--- src/source/cache_consts.svh ---
//********************************************************************
// offset, index, tag and address widths and the line size of the
// two-way cache. include wherever the widths or set count are needed
//********************************************************************

`ifndef CACHE_CONSTS_SVH
`define CACHE_CONSTS_SVH

// byte offset inside a 32-byte line
`define CACHE_S_OFFSET 5

// eight sets
`define CACHE_S_INDEX 3

`define CACHE_ADDR_W 32

// whatever is left of the address above index and offset
`define CACHE_S_TAG (`CACHE_ADDR_W - `CACHE_S_INDEX - `CACHE_S_OFFSET)

`define CACHE_LINE_BYTES 32

`endif
--- src/source/cache_pkg.sv ---
//********************************************************************
// shared types of the cache, sized from the constants header.
// modules name them with cache_pkg:: in ports, import in bodies
//********************************************************************

`default_nettype none

`include "cache_consts.svh"

package cache_pkg;

    typedef logic [`CACHE_ADDR_W-1:0]       addr_t;
    typedef logic [`CACHE_S_INDEX-1:0]      index_t;
    typedef logic [`CACHE_S_TAG-1:0]        tag_t;
    typedef logic [8*`CACHE_LINE_BYTES-1:0] line_t;
    typedef logic [`CACHE_LINE_BYTES-1:0]   byte_mask_t;

    // controller states
    typedef enum logic [1:0] {
        COMPARE   = 2'd0,
        WRITEBACK = 2'd1,
        FILL      = 2'd2
    } ctrl_state_t;

endpackage

`default_nettype wire

--- src/source/cache_control.sv ---
//********************************************************************
// cache controller FSM that compares, writes back a dirty victim and
// fills the line. outputs are decoded from the state and held
//********************************************************************

`timescale 1ns/1ps
`default_nettype none

module cache_control (
    input  wire  clk,
    input  wire  rst_n_i,
    input  wire  cpu_read_i,
    input  wire  cpu_write_i,
    input  wire  hit_i,
    input  wire  dirty_i,
    input  wire  pmem_resp_i,
    output logic cpu_resp_o,
    output logic pmem_read_o,
    output logic pmem_write_o,
    output logic access_sel_o,
    output logic address_sel_o,
    output logic load_o,
    output logic load_lru_o
);

    import cache_pkg::*;

    ctrl_state_t state;
    ctrl_state_t state_next;
    logic        request;

    assign request = cpu_read_i | cpu_write_i;

    always_ff @(posedge clk) begin
        if (!rst_n_i) begin
            state <= COMPARE;
        end else begin
            state <= state_next;
        end
    end

    always_comb begin
        state_next    = state;
        cpu_resp_o    = 1'b0;
        pmem_read_o   = 1'b0;
        pmem_write_o  = 1'b0;
        access_sel_o  = 1'b0;
        address_sel_o = 1'b0;
        load_o        = 1'b0;
        load_lru_o    = 1'b0;

        unique case (state)
            COMPARE: begin
                if (request) begin
                    if (hit_i) begin
                        // answer in the same cycle while the update lands at the edge
                        cpu_resp_o = 1'b1;
                        load_lru_o = 1'b1;
                        load_o     = cpu_write_i;
                    end else if (dirty_i) begin
                        state_next = WRITEBACK;
                    end else begin
                        state_next = FILL;
                    end
                end
            end

            WRITEBACK: begin
                pmem_write_o  = 1'b1;
                address_sel_o = 1'b1;
                if (pmem_resp_i) begin
                    state_next = FILL;
                end
            end

            FILL: begin
                pmem_read_o  = 1'b1;
                access_sel_o = 1'b1;
                // line arrives with the response and goes into the victim
                if (pmem_resp_i) begin
                    load_o     = 1'b1;
                    state_next = COMPARE;
                end
            end

            default: begin
                state_next = COMPARE;
            end
        endcase
    end

endmodule

`default_nettype wire

--- config.mk ---
export PLATFORM = sky130hd
export DESIGN_NAME = cache_control
export DESIGN_NICKNAME = d
export VERILOG_FILES = /design/src/source/cache_pkg.sv /design/src/source/cache_control.sv
export VERILOG_INCLUDE_DIRS = /design/src /design/src/source
export SDC_FILE = /design/constraint.sdc
export NUM_CORES = 1
export LEC_CHECK = 0
export ABC_AREA = 1
export BUFFER_PORTS_ARGS = -buffer_cell sky130_fd_sc_hd__buf_2
export CORE_AREA = 8 8 45 47
export CTS_CLUSTER_SIZE = 14
export DETAILED_ROUTE_END_ITERATION = 8
export DIE_AREA = 0 0 53 55
export PLACE_DENSITY = 0.4
export SLEW_MARGIN = 20
export SYNTH_ARGS = -nofsm -noshare
export SYNTH_HDL_FRONTEND = slang
export SYNTH_SLANG_ARGS = --single-unit
export TNS_END_PERCENT = 5
--- constraint.sdc ---
create_clock -name clk -period 1.3 [get_ports clk]
set_clock_uncertainty 0.15 [all_clocks]
set_input_delay 0.065 -clock clk [delete_from_list [all_inputs] [get_ports clk]]
set_output_delay 0.065 -clock clk [all_outputs]
set_load 0.005 [all_outputs]
==> metrics <==
Final Cell Area approximately 310 um^2; Power per Cell Area between 2000 and 2500 nW/um^2; syn nets 45; top-area cell type share of the netlist area 22.2%; vias in the first global route 220; sequential area share after synthesis roughly a fifth; Yosys Warn Count 0; Clk pwr share roughly 18%; # IOs 14; Vias per Instance between 3 and 4; status complete, no violations; Pre-antenna DRT Iters 4; worst reg2reg path depth 7; Internal ~0.39 mW; GRT overflow 0; final slew viol count 0; max reg flops 2; Largest Register state; nets 61; synthesized instance count 38; Met1 Wirelength about 250 um; CTS tree built; Psw 0.332 mW; first-pass GRT wire length about 870 um; Port Buf Inserts 13; largest area contributor in the synthesized netlist nand2_1; DR top layer met3; initial antenna violation count 0; post-CTS setup buffers 0; max-cap violations 0; commonest non-fill, non-tap cell in the layout buf_2; Skew-Pair Late Insertion Delay around 0.22 ns; largest net degree at the start of global routing 6; die area 2920 um^2; share of cells above drive strength 1 a little over two fifths; switching share of power 45.8%; Gate power share 60.8%; Top Registers state: 2 flops; # DRC 0; Area Overhead vs Synth 51.9%; CTS buffer count 3; final setup violation count 0; WP data arrival approximately 0.98 ns; clock root buffer clkbuf_4; hold depth 5; Mapped Avg Cell Area 5.33 um^2; Max FO, Critical Path 5; Leakage roughly 0.19 nW; core area 1380 um^2; Reg clk slew, reported paths roughly 0.030 ns; Inst Count DP 64; die width between 50 and 60 um; routed length per instance 8.10 um; final setup TNS 0 ns; timing-limited maximum frequency around 830 MHz; VDD IR max just over 0.9 mV; fin cells 68; DP Area approximately 270 um^2; post-layout util between 20% and 30%; post-DP HPWL roughly 470 um; Worst Tran Pin Value 0.220 ns; htree depth 1; most frequent cells in the layout 13 x buf_2, 12 x nand2_1, 5 x inv_1, 5 x nand3_1, 5 x nor2_1; clock sink total 2; worst setup margin around 0.10 ns; Final ANT Viol Nets 0; #FFs+latches synth 2; clock buffer depth 2; met2 routed WL about 190 um; max_slew headroom a little under nine tenths; CP Capture Type primary output; Final Cycle Share 92.2%; RSZ-0062 raised after global routing no; 1st-iter DRT viols 5; Initial Utilization 14.6%; # rows 14; WHS 0.0610 ns; Post-Route WL between 500 and 600 um; Yosys cell types 9; Design Power ~0.72 mW; CP Class register to primary output; Vias 266; DIE HEIGHT between 50 and 60 um; Total Routing Usage GR under 10%; Fin. Hold Viols 0; sequential share of power a little over a fifth; worst hold path class input port to register; Final min period around 1.2 ns; wire length on met3 approximately 110 um; worst slack at placement 0.120 ns; Placer Congestion 0.720; Worst Path Required around 1.1 ns; Mapped Area about 200 um^2; Ant. Diodes 0; crit start category register; Synth area leaders nand2_1 22%, dfxtp_1 20%, nand3_1 12%
cell type report:
| cell class | instances | area, um^2 |
|---|---|---|
| Timing Repair Buffer | 14 | 75.1 |
| Tap cell | 16 | 20.0 |
| Multi-Input combinational cell | 28 | 129 |
| Fill cell | 171 | 1080 |
| Clock buffer | 3 | 22.5 |
| Sequential cell | 2 | 42.5 |
| Inverter | 5 | 18.8 |
per-layer routing:
| metal | track usage [%] | vias up |
|---|---|---|
| li1 | - | 145 |
| met1 | 5.30 | 108 |
| met2 | 3.91 | 13 |
| met3 | 2.67 | 0 |
| met4 | 3.88 | 0 |
| met5 | 0 | - |
power groups by stage:
stage | clock network, mW | registers (mW) | logic [mW]
final | 0.132 | 0.152 | 0.441
after global routing | 0.143 | 0.160 | 0.515
after CTS | 0.140 | 0.145 | 0.444
after detailed placement | 0 | 0.136 | 0.431
after global placement | 0 | 0.135 | 0.441
after floorplan | 0 | 0.129 | 0.339
synth_stat cells:
cell type,number
nand2_1,12
nor2_1,6
inv_1,5
nand3_1,5
buf_4,3
dfxtp_1,2
nor2_2,2
o21ai_1,2
nand2_2,1
critical path, cell delays in order, from the launching register on:
cell	delay [ns]
dfxtp_2	0.33
nor2_4	0.16
nand2_2	0.07
nor2_2	0.09
buf_2	0.12
logic make-up after synthesis:
logic type      count (synthesis)  share of synthesized area, %
flops                           2                          19.8
compound gates                  2                          4.94
simple gates                   26                          54.9
buf+inv                         8                          20.4
final timing paths:
check,endpoint,slack (ns),from
worst min-delay path,state[0],0.06,dirty_i
worst max-delay path,load_lru_o,0.10,state[0]
worst min register to register,state[1],0.38,state[1]
worst max register to register,state[1],0.16,state[0]
what timing repair did:
item	4_1_cts	5_1_grt
setup endpoints to repair	2	9
hold endpoints to repair	2	0
hold buffers	1	0
gates resized for setup	1	3
pin swaps	0	1
Note: power is estimated with default switching activity, not from simulation.
